$ cat src/source/mips_isa_pkg.sv
`default_nettype none

package mips_isa_pkg;

    typedef logic [5:0] opcode_t;   // Primary opcode, instr[31:26]
    typedef logic [5:0] funct_t;    // R-type function, instr[5:0]
    typedef logic [4:0] reg_idx_t;  // rt field, also the load destination

    localparam opcode_t OP_SPECIAL = 6'b000000;
    localparam opcode_t OP_REGIMM  = 6'b000001;
    localparam opcode_t OP_JAL     = 6'b000011;
    localparam opcode_t OP_LUI     = 6'b001111;
    localparam opcode_t OP_LB      = 6'b100000;
    localparam opcode_t OP_LH      = 6'b100001;
    localparam opcode_t OP_LWL     = 6'b100010;
    localparam opcode_t OP_LW      = 6'b100011;
    localparam opcode_t OP_LBU     = 6'b100100;
    localparam opcode_t OP_LHU     = 6'b100101;
    localparam opcode_t OP_LWR     = 6'b100110;
    localparam opcode_t OP_SB      = 6'b101000;
    localparam opcode_t OP_SH      = 6'b101001;
    localparam opcode_t OP_SW      = 6'b101011;

    localparam funct_t   FUNCT_JALR = 6'b001001;
    localparam reg_idx_t RT_BLTZAL  = 5'b10000;
    localparam reg_idx_t RT_BGEZAL  = 5'b10001;

    typedef enum logic [1:0] {
        ACC_OTHER = 2'd0,
        ACC_STORE = 2'd1,
        ACC_LOAD  = 2'd2,
        ACC_LINK  = 2'd3
    } access_kind_e;

endpackage

`default_nettype wire

$ cat src/source/lsu_pkg.sv
`default_nettype none

package lsu_pkg;

    localparam int QUEUE_DEPTH = 4;                     // Also the CPU credit count
    localparam int QUEUE_PTR_W = $clog2(QUEUE_DEPTH);
    localparam int RAM_WORDS   = 256;
    localparam int RAM_ADDR_W  = $clog2(RAM_WORDS);     // Word index, addr[9:2]

    typedef logic [31:0] word_t;
    typedef logic [3:0]  byte_en_t;   // Bit i enables byte lane i
    typedef logic [1:0]  byte_idx_t;

    typedef struct packed {
        mips_isa_pkg::opcode_t  op;
        mips_isa_pkg::reg_idx_t rt;
        mips_isa_pkg::funct_t   funct;
        word_t                  addr;     // Effective address
        word_t                  wdata;    // Store data, unaligned
        word_t                  reg_old;  // Old rt value for LWL/LWR
    } mem_req_t;

    typedef struct packed {
        mips_isa_pkg::reg_idx_t rd;
        word_t                  data;
    } mem_resp_t;

endpackage

`default_nettype wire

$ cat src/source/mem_int.sv
`timescale 1ns/10ps
`default_nettype none

module mem_int (
    input  mips_isa_pkg::opcode_t      op,
    input  mips_isa_pkg::reg_idx_t     rt,
    input  mips_isa_pkg::funct_t       func,
    input  lsu_pkg::word_t             cpu_out,
    output lsu_pkg::word_t             mem_addr,
    output lsu_pkg::byte_idx_t         byte_idx,
    output lsu_pkg::byte_en_t          byteenable,
    output mips_isa_pkg::access_kind_e kind
);
    import mips_isa_pkg::*;

    assign byte_idx = cpu_out[1:0];
    assign mem_addr = {cpu_out[31:2], 2'b00};  // Word aligned

    always_comb begin
        case (op)
            OP_LB, OP_LBU, OP_LH, OP_LHU,
            OP_LUI, OP_LW, OP_LWL, OP_LWR: begin
                kind = ACC_LOAD;
            end
            OP_SB, OP_SH, OP_SW: begin
                kind = ACC_STORE;
            end
            OP_REGIMM: begin
                // BLTZAL and BGEZAL write the link register
                if (rt == RT_BLTZAL || rt == RT_BGEZAL) begin
                    kind = ACC_LINK;
                end else begin
                    kind = ACC_OTHER;
                end
            end
            OP_SPECIAL: begin
                kind = (func == FUNCT_JALR) ? ACC_LINK : ACC_OTHER;
            end
            OP_JAL: begin
                kind = ACC_LINK;
            end
            default: begin
                kind = ACC_OTHER;
            end
        endcase
    end

    always_comb begin
        if (kind == ACC_LOAD || kind == ACC_STORE) begin
            case (op)
                OP_LB, OP_LBU, OP_SB: begin
                    byteenable = 4'b0001 << byte_idx;
                end
                OP_LH, OP_LHU, OP_SH: begin
                    case (byte_idx)
                        2'd0:    byteenable = 4'b0011;
                        2'd2:    byteenable = 4'b1100;
                        default: byteenable = 4'b0000;  // Misaligned half
                    endcase
                end
                OP_LWL: begin
                    byteenable = 4'b1111 << byte_idx;          // Upper lanes from idx
                end
                OP_LWR: begin
                    byteenable = 4'b1111 >> (2'd3 - byte_idx); // Lower lanes up to idx
                end
                default: begin
                    byteenable = 4'b1111;  // LW, LUI, SW
                end
            endcase
        end else begin
            byteenable = 4'b1111;
        end
    end

endmodule

`default_nettype wire

$ cat config.mk
export PLATFORM = sky130hd
export DESIGN_NAME = mem_int
export DESIGN_NICKNAME = d
export VERILOG_FILES = /design/src/source/mips_isa_pkg.sv /design/src/source/lsu_pkg.sv /design/src/source/mem_int.sv
export SDC_FILE = /design/constraint.sdc
export NUM_CORES = 1
export LEC_CHECK = 0
export BUFFER_PORTS_ARGS = -buffer_cell sky130_fd_sc_hd__buf_2
export CAP_MARGIN = 25
export CORE_ASPECT_RATIO = 0.8
export CORE_MARGIN = 2
export CORE_UTILIZATION = 31
export DETAILED_ROUTE_END_ITERATION = 12
export PLACE_DENSITY_LB_ADDON = 0.05
export RECOVER_POWER = 50
export SLEW_MARGIN = 20
export SYNTH_ARGS = -nofsm -noshare
export SYNTH_HDL_FRONTEND = slang
export SYNTH_SLANG_ARGS = --single-unit
export TNS_END_PERCENT = 20
$ cat constraint.sdc
create_clock -name vclk -period 2.14
set_clock_uncertainty 0.15 [all_clocks]
set_input_delay 0.428 -clock vclk [all_inputs]
set_output_delay 0.428 -clock vclk [all_outputs]
set_load 0.1 [all_outputs]
Word level (Yosys, flattened, before mapping)
Cells that the tools add are included.
{ "totals": {"in_bits": 49, "elab_cells": 37, "register_bits": 0} }
{ "classes": {"n_mux": 6, "n_shift": 3, "n_eq_ne": 19, "n_addsub": 1, "n_reduce_logical": 8} }
{ "op_table": {"columns": ["operator", "count"], "rows": [
  ["$eq 6x6->1 const B", 10],
  ["$pmux 4 s4", 1],
  ["$eq 6x4->1 const B", 2],
  ["$eq 5x5->1 const B", 2],
  ["$pmux 2 s5", 1],
  ["$reduce_or 3->1", 3],
  ["$pmux 4 s2", 1],
  ["$reduce_or 8->1", 1],
  ["$eq 6x1->1 const B", 1],
  ["$eq 6x2->1 const B", 1],
  ["$logic_not 6->1", 1],
  ["$eq 2x2->1 const B", 2],
  ["$mux 2", 2],
  ["$mux 4", 1],
  ["$shl 1x2->4 const A", 1],
  ["$shl 4x2->4 const A", 1],
  ["$shr 4x2->4 const A", 1],
  ["$eq 2x1->1 const B", 1],
  ["$logic_not 2->1", 1],
  ["$logic_or 1x1->1", 2],
  ["$sub 2x2->2 const A", 1]
]} }

Longest topological paths before layout
Gate-level depths: netlist of the first run.
{ "depth": {"ltp_word": 7, "mapped_depth": 4, "mapped_depth_nobuf": 3} }

Least setup slack after synthesis of the first run
OpenSTA, ideal clock, no wires.
{ "synth_timing": {"path_kind": "input port to output port", "start": "input port op[3]", "end": "output port kind[0]", "path_stages": 4, "path_buffers": 1, "t_arrival_ns": 3.047, "setup_slack_ns": -1.485, "cell_sequence": "clkbuf_2 > nor4_1 > o21ai_1 > o21ai_0"} }
{ "synth_via": {"elab_chain_len": 3, "elab_cells_between_ends": 17} }
{ "synth_rtl": {"columns": ["item", "line_no", "source"], "rows": [
  ["start: declaration", "mem_int.sv:5", "input mips_isa_pkg::opcode_t op,"],
  ["$eq 6x6->1 or $eq 6x4->1 (tied branches)", "mem_int.sv:20", "case (op)"],
  ["$reduce_or 8->1 or $reduce_or 3->1 (tied branches)", "mem_int.sv:20", null],
  ["$pmux 2 s5 *", "mem_int.sv:20", null],
  ["end: declaration", "mem_int.sv:12", "output mips_isa_pkg::access_kind_e kind"]
]} }
Mark *: on every way between the ends. The rest lies on a longest branch, timed or not.

Final worst setup path of the first run
{ "layout_timing": {"start": "input port op[4]", "end": "output port kind[0]"} }
The elaborated chain is that of the path after synthesis.

==> results of run 1 <==
worst paths after layout:
check,startpoint,cells after the start,endpoint,slack [ps]
worst max-delay path,op[4],5,kind[0],9
worst min-delay path,cpu_out[13],0,mem_addr[13],710
layer usage:
metal  GRT usage, %  share of wire [%]
met4           3.47                1.7
met3           2.92                 11
met2           21.3                 45
met5              0                  0
met1           16.5                 43
cell usage in the layout (no fill, tap or decap):
| cell | instances |
|---|---|
| buf_4 | 4 |
| and2b_1 | 1 |
| conb_1 | 2 |
| o2111ai_1 | 1 |
| buf_2 | 20 |
| nand2b_1 | 3 |
| nand3_1 | 1 |
| a221oi_1 | 1 |
| nand4_1 | 2 |
| mux2i_1 | 1 |
| nor4b_1 | 2 |
| o21ai_1 | 1 |
| o22ai_2 | 1 |
| a31oi_1 | 1 |
| o21ai_2 | 1 |
| a22oi_2 | 1 |
| or4_1 | 1 |
| o21ai_0 | 1 |
| buf_12 | 5 |
| nor3_1 | 1 |
| nor4_1 | 1 |
| nor2_1 | 2 |
| a32oi_2 | 1 |
| a21oi_1 | 2 |
| inv_1 | 2 |
| buf_6 | 1 |
| o21a_1 | 1 |
| o211ai_1 | 2 |
| or4b_1 | 2 |
| o311ai_4 | 1 |
| nor2b_1 | 4 |
cell type report:
| cell class | instances | area (um^2) | share of cell area, % |
|---|---|---|---|
| well taps | 22 | 27.5 | 4.84 |
| repair buffers | 30 | 241 | 42.4 |
| multi-input cells | 38 | 293 | 51.4 |
| inverters | 2 | 7.51 | 1.32 |
logic make-up after synthesis:
group                  count (synthesis)  share of synthesized area, %
AOI/OAI and AO/OA                     15                          19.7
other                                  1                         0.719
and+or+nand+nor                       20                          25.4
muxes                                  1                          1.92
buffers and inverters                 38                          52.3
power groups by stage:
stage               clock network, mW  registers, mW  logic (mW)
finish                              0              0       0.163
floorplan                           0              0       0.374
CTS                                 0              0       0.163
detailed placement                  0              0       0.162
global placement                    0              0       0.162
global route                        0              0       0.173
metrics by stage:
stage | area [um^2] | hold slack, ps | utilization [%] | power [mW] | setup TNS (ps)
after floorplan | 566 | 918 | - | 0.374 | -1390
final | 569 | 706 | 35.4 | 0.163 | 0
after detailed placement | 563 | 707 | 35.0 | 0.162 | -6.32
after global placement | 563 | 707 | 35.0 | 0.162 | -14.3
after global routing | 569 | 706 | 35.4 | 0.173 | -49.1
after CTS | 566 | 707 | 35.1 | 0.163 | 0
repair_timing:
action | 4_1_cts | 5_1_grt
gates resized for setup | 1 | 1
setup buffers | 0 | 0
setup endpoints to repair | 1 | 3
==> results.toml, run 1 <==
[synth]
yosysTopAreaCell = "buf_4"
seq_area_frac_synth_pct = 0
synth_top_area_share_pct = 48.9
synthTopCellsByArea = "buf_4, nor2b_1, or4b_1"
yosysMostFrequentCell = "buf_4"
synthesis.instances = 75
synth_area_um2 = 522
ys_warn_count = 0
synth_common_cells = "buf_4, nor2b_1, nand2b_1"
yosysUniqueCellTypes = 29
syn_area_per_cell_um2 = 6.96

[grt]
antenna_found_initial = 0
grt_overflow = 0
grt_pass1_wl_mm = 1.96
grt_max_degree = 13
track_usage_pct = 12.6
grt_pass1_vias = 388

[worst_setup_path]
slowest_stage = "or4b_1"
cp.required_ps = 1560
path_delay_family = "simple AND/OR/NAND/NOR gates"
cp.arrival_ps = 1550
slowest_delay_ps = 530
critical_path_class = "in2out"
path_max_fanout = 3
start_kind = "primary input"
crit_chain = "buf_2, nand2b_1, or4b_1, o21ai_2, buf_12"
critPathCaptureType = "output pin"
path_buf_inv = 2

[layout]
n_fill_cell = 181
layout.nets = 121
clock_buffers = 0
seq_cells = 0
fin_cells = 92
synthToLayoutAreaGrowth_pct = 9.11
layout-drive-gt1-share_pct = 50.0
layout.area.seq_um2 = 0
n_antenna_cell = 0

[power]
ir_drop_mv = 0.0853
internal-power_mw = 0.0520
pwr-share-clk_pct = 0
seqPwrFrac_pct = 0
p_switching_mw = 0.111
switching_share_pct = 68.2
p_leak_nw = 0.239
combPwrFrac_pct = 100.0
p_per_area_mw_per_mm2 = 287

[timing]
finalHoldViolCount = 0
period_minus_slack_ps = 2130
setup_ws_ps = 9.12
rsz0062_at_grt = "yes"
finalCritPeriodShare_pct = 99.6
max_freq_mhz = 469
setup_viol = 0
drv_slew = 0

[run_status]
outcome = "completed"

[placed_design]
gp_congestion = 0.690
port_buffers = 26
dp.cells = 92
pre_cts_ws_ps = -6.32
hpwl_mm = 1.12

[route]
vias = 466
dr.pass1.iters = 4
drc = 0
vias_per_cell = 5.07
postRouteAntennaNets = 0
wirelength_mm = 1.33
post_drt_wl_per_cell_um = 14.4
drt_iter0_markers = 9

[flow_run]
cap_viol_max_count = 0

[floorplan]
ioPinCount = 89
die_width_um = 49.9
core-area_mm2 = 0.00161
initial_utilization_pct = 32.4
die_h_um = 40.7
rows = 13
die_area_mm2 = 0.00203

[clocking]
ctsHoldBuffers = 0

[hold_path]
hold_class = "in2out"
Note: power is estimated with default switching activity, not from simulation.
==> inputs of run 2 (changes only) <==
--- a/config.mk
+++ b/config.mk
@@ -5,11 +5,12 @@
 export SDC_FILE = /design/constraint.sdc
 export NUM_CORES = 1
 export LEC_CHECK = 0
+export ABC_AREA = 1
 export BUFFER_PORTS_ARGS = -buffer_cell sky130_fd_sc_hd__buf_2
 export CAP_MARGIN = 25
 export CORE_ASPECT_RATIO = 0.8
 export CORE_MARGIN = 2
-export CORE_UTILIZATION = 31
+export CORE_UTILIZATION = 34
 export DETAILED_ROUTE_END_ITERATION = 12
 export PLACE_DENSITY_LB_ADDON = 0.05
 export RECOVER_POWER = 50
==> run 2 against run 1 <==
  * Core utilization rose by 1.2 points
  * Hold slack did not move
  * Maximum frequency rose by 3.6%
  * Design area rose by 5.5%
  * Global-route usage fell by 1.9 points
  * Wire length fell by 12%
  * Cell count rose by 22%
==> results.toml, run 2 <==
[run_status]
outcome = "completed"

[route]
post_drt_wl_per_cell_um = 10.4
postRouteAntennaNets = 0
vias_per_cell = 4.60
drc = 0
drt_iter0_markers = 11
wirelength_mm = 1.17
vias = 515
dr.pass1.iters = 4

[power]
power.total_mw = 0.171
p_leak_nw = 0.323
ir_drop_mv = 0.102
p_per_area_mw_per_mm2 = 284

[grt]
track_usage_pct = 10.7
antenna_found_initial = 0
grt_pass1_wl_mm = 1.90
grt_pass1_vias = 452
grt_overflow = 0
grt_max_degree = 10

[timing]
finalHoldViolCount = 0
drv_slew = 0
period_minus_slack_ps = 2060
finalCritPeriodShare_pct = 96.1
setup_ws_ps = 83.9
setup_tns_ps = 0
fin_hold_ws_ps = 706
max_freq_mhz = 486
rsz0062_at_grt = "yes"
setup_viol = 0

[synth]
synth_mux_area_share_pct = 0
synth_area_um2 = 597
ys_warn_count = 0
synth_top_area_share_pct = 42.8
syn_area_per_cell_um2 = 6.22
synth_fa_ha_area_share_pct = 0
yosysTopAreaCell = "buf_4"
yosys.area_share.simple_pct = 44.2
synth_compound_area_share_pct = 7.34
synth_top_family_by_area = "buffers and inverters"
synth_common_cells = "buf_4, nand2_1, nor2_1"
synthTopCellsByArea = "buf_4, nand2_1, nand3_2"
yosysMostFrequentCell = "buf_4"
yosysUniqueCellTypes = 20
synthesis.instances = 96
seq_area_frac_synth_pct = 0
synth-xor-area-share_pct = 0

[layout]
seq_cells = 0
layout.area.seq_um2 = 0
mostFrequentLayoutCells = "buf_2, nand2_1, nor2_1"
clock_buffers = 0
n_fill_cell = 181
layout.nets = 141
final_common_cell = "buf_2"
fin_util_pct = 36.6
synthToLayoutAreaGrowth_pct = 0.629
n_antenna_cell = 0
layout-drive-gt1-share_pct = 47.8

[floorplan]
die_width_um = 50.8
core-area_mm2 = 0.00164
die_h_um = 41.5
initial_utilization_pct = 36.3
die_area_mm2 = 0.00211
rows = 13
ioPinCount = 89

[placed_design]
gp_congestion = 0.716
pre_cts_ws_ps = 98.9
port_buffers = 26
hpwl_mm = 1.01

[clocking]
post_cts.repair.setup_buffers = 0
ctsHoldBuffers = 0
cts-resized-gates = 0

[worst_setup_path]
startpoint = "op[1]"
cp.arrival_ps = 1480
cp.required_ps = 1560
path_max_fanout = 5
critical_path_class = "in2out"
start_kind = "primary input"
critPathCaptureType = "output pin"

[flow_run]
cap_viol_max_count = 0

[hold_path]
hold_class = "in2out"
holdCritStartpoint = "cpu_out[10]"
## run 2: changes by cell type after synthesis, sizes merged, moves of 2 or more
cell / before / now
nor2b: 4 / 0
nand3: 1 / 8
or4b: 2 / 0
inv: 2 / 8
nor2: 2 / 15
nand2b: 3 / 0
nand2: 0 / 15
nor4b: 2 / 0
nand3b: 0 / 4
## run 2: worst paths after layout
kind / end / slack, ps / depth (start not counted)
max: byteenable[1] / 80 / 7
min: mem_addr[10] / 710 / 0
## run 2: through the flow
| stage | instances | instance area [um^2] |
|---|---|---|
| global placement | 112 | 601 |
| finish | 112 | 601 |
| detailed placement | 112 | 601 |
| CTS | 112 | 601 |
| floorplan | 97 | 601 |
| global route | 112 | 601 |
## run 2: power by group
part           switching (mW)  leakage (nW)  total, mW  internal, mW
Clock                       0             0          0             0
Combinational           0.119         0.323      0.171        0.0517
Sequential                  0             0          0             0
Total                   0.119         0.323      0.171        0.0517
## run 2: cells by family after synthesis
family	count (synthesis)
AOI/OAI and AO/OA	7
buffers and inverters	42
other	1
and+or+nand+nor	46
## run 2: area by class of cell
| type | count | area (um^2) | area share (%) |
|---|---|---|---|
| Timing Repair Buffer | 27 | 228 | 37.9 |
| Inverter | 8 | 30.0 | 5.00 |
| Multi-Input combinational cell | 55 | 315 | 52.5 |
| Tap cell | 22 | 27.5 | 4.58 |
## run 2: worst max-delay path, stage by stage
cell and delay (ps):
buf_2 130, nor2_2 220, nand3_2 140, o21ai_0 180, nand2_1 80, nand3_1 120
buf_12 180
## run 2: routing by layer
layer | vias to the layer above | GRT usage (%) | share of wire [%] | wire [um]
met5 | - | 0 | 0 | 0
met4 | 0 | 4.32 | 2.4 | 28
met3 | 12 | 1.44 | 12 | 140
met2 | 23 | 15.5 | 43 | 500
met1 | 219 | 15.6 | 42 | 495
li1 | 261 | - | - | -
==> inputs of run 3 (changes only) <==
--- a/config.mk
+++ b/config.mk
@@ -12,10 +12,9 @@
 export CORE_MARGIN = 2
 export CORE_UTILIZATION = 34
 export DETAILED_ROUTE_END_ITERATION = 12
-export PLACE_DENSITY_LB_ADDON = 0.05
+export PLACE_DENSITY = 0.91
 export RECOVER_POWER = 50
 export SLEW_MARGIN = 20
 export SYNTH_ARGS = -nofsm -noshare
 export SYNTH_HDL_FRONTEND = slang
 export SYNTH_SLANG_ARGS = --single-unit
-export TNS_END_PERCENT = 20
==> run 3 against run 2 <==
  * Non-clock buffer count fell by 1
  * Global-route usage is 0.30 points higher
  * Via count up 4.7%
  * Highest routed layer unchanged
  * Power up 0.39%
  * Clock-buffer cell count unchanged
  * Combinational power is essentially flat
  * Hold slack stayed put
  * Maximum frequency rose by 0.29%
  * Cell count down 0.89%
  * Die area stayed put
  * Critical path depth is the same
==> results.toml, run 3 (same netlist as run 2, synthesis figures left out) <==
[layout]
finalInstanceArea_um2 = 598
mostFrequentLayoutCells = "buf_2, nand2_1, nor2_1, nor2_2, buf_12"
layout-drive-gt1-share_pct = 49.4
seq_cells = 0
n_fill_cell = 163
layout.nets = 140
layout.area.seq_um2 = 0
fin_util_pct = 36.4
clock_buffers = 0
fin_cells = 111
final_common_cell = "buf_2"
n_antenna_cell = 0
synthToLayoutAreaGrowth_pct = 0.210
multi_input_area_um2 = 320

[floorplan]
die_area_mm2 = 0.00211
die_h_um = 41.5
ioPinCount = 89
core-area_mm2 = 0.00164
die_width_um = 50.8
initial_utilization_pct = 36.3
rows = 13

[grt]
antenna_found_initial = 0
grt_pass1_wl_mm = 1.94
track_usage_pct = 11.0
grt_max_degree = 10
grt_pass1_vias = 518
grt_overflow = 0

[worst_setup_path]
path_max_fanout = 5
critical_path_class = "in2out"
cp.required_ps = 1560
startpoint = "op[1]"
cp.arrival_ps = 1470
slowest_stage = "nor2_2"
critPathCaptureType = "output pin"
start_kind = "primary input"
slowest_delay_ps = 230
crit_chain = "buf_2, nor2_2, nand3_2, o21ai_0, nand2_1, nand3_1, buf_12"

[placed_design]
gp_congestion = 0.746
place_area_um2 = 593
pre_cts_ws_ps = 76.0
dp.cells = 111
hpwl_um = 973
port_buffers = 26

[route]
vias_per_cell = 4.86
drc = 0
wirelength_mm = 1.15
dr.pass1.iters = 4
vias = 539
post_drt_wl_per_cell_um = 10.3
postRouteAntennaNets = 0
drt_iter0_markers = 11

[power]
ir_drop_mv = 0.0727
p_leak_nw = 0.317
power.total_mw = 0.172
p_per_area_mw_per_mm2 = 287

[timing]
period_minus_slack_ps = 2050
max_freq_mhz = 488
drv_slew = 0
setup_viol = 0
rsz0062_at_grt = "no"
finalCritPeriodShare_pct = 95.8
setup_tns_ps = 0
setup_ws_ps = 89.9
fin_hold_ws_ps = 706
finalHoldViolCount = 0

[clocking]
post_cts.repair.setup_buffers = 0
ctsHoldBuffers = 0

[hold_path]
hold_class = "in2out"
holdCritStartpoint = "cpu_out[14]"

[flow_run]
cap_viol_max_count = 0

[run_status]
outcome = "completed"
run 3: layout make-up:
cell class	count	area share, %
Inverter	8	5.02
Multi-Input combinational cell	55	53.6
Tap cell	22	4.60
Timing Repair Buffer	26	36.8
run 3: path summary, 6_finish.rpt:
| kind | to | slack, ps | cells past startpoint |
|---|---|---|---|
| worst min-delay path | mem_addr[14] | 710 | 0 |
| worst max-delay path | byteenable[1] | 90 | 7 |
run 3: routing by layer:
metal	routed length, um	share of wire [%]	global-route usage [%]	up-vias
met3	115	10	2.16	8
met2	592	52	20.3	22
li1	-	-	-	261
met5	0	0	0	-
met4	31	2.7	7.03	0
met1	408	36	11.0	248
run 3: timing repair:
action                                 CTS  global route
resized for setup                        0             2
setup endpoints to repair                0             2
endpoints found under the hold margin    0             0
run 3: critical path, delay by kind of cell:
family | cells | cell delay, ps
simple gates | 4 | 570
compound gates | 1 | 160
buf+inv | 2 | 320
run 3: power by group:
group	leakage [nW]	internal (mW)	switching, mW
Clock	0	0	0
Combinational	0.317	0.0509	0.121
Sequential	0	0	0
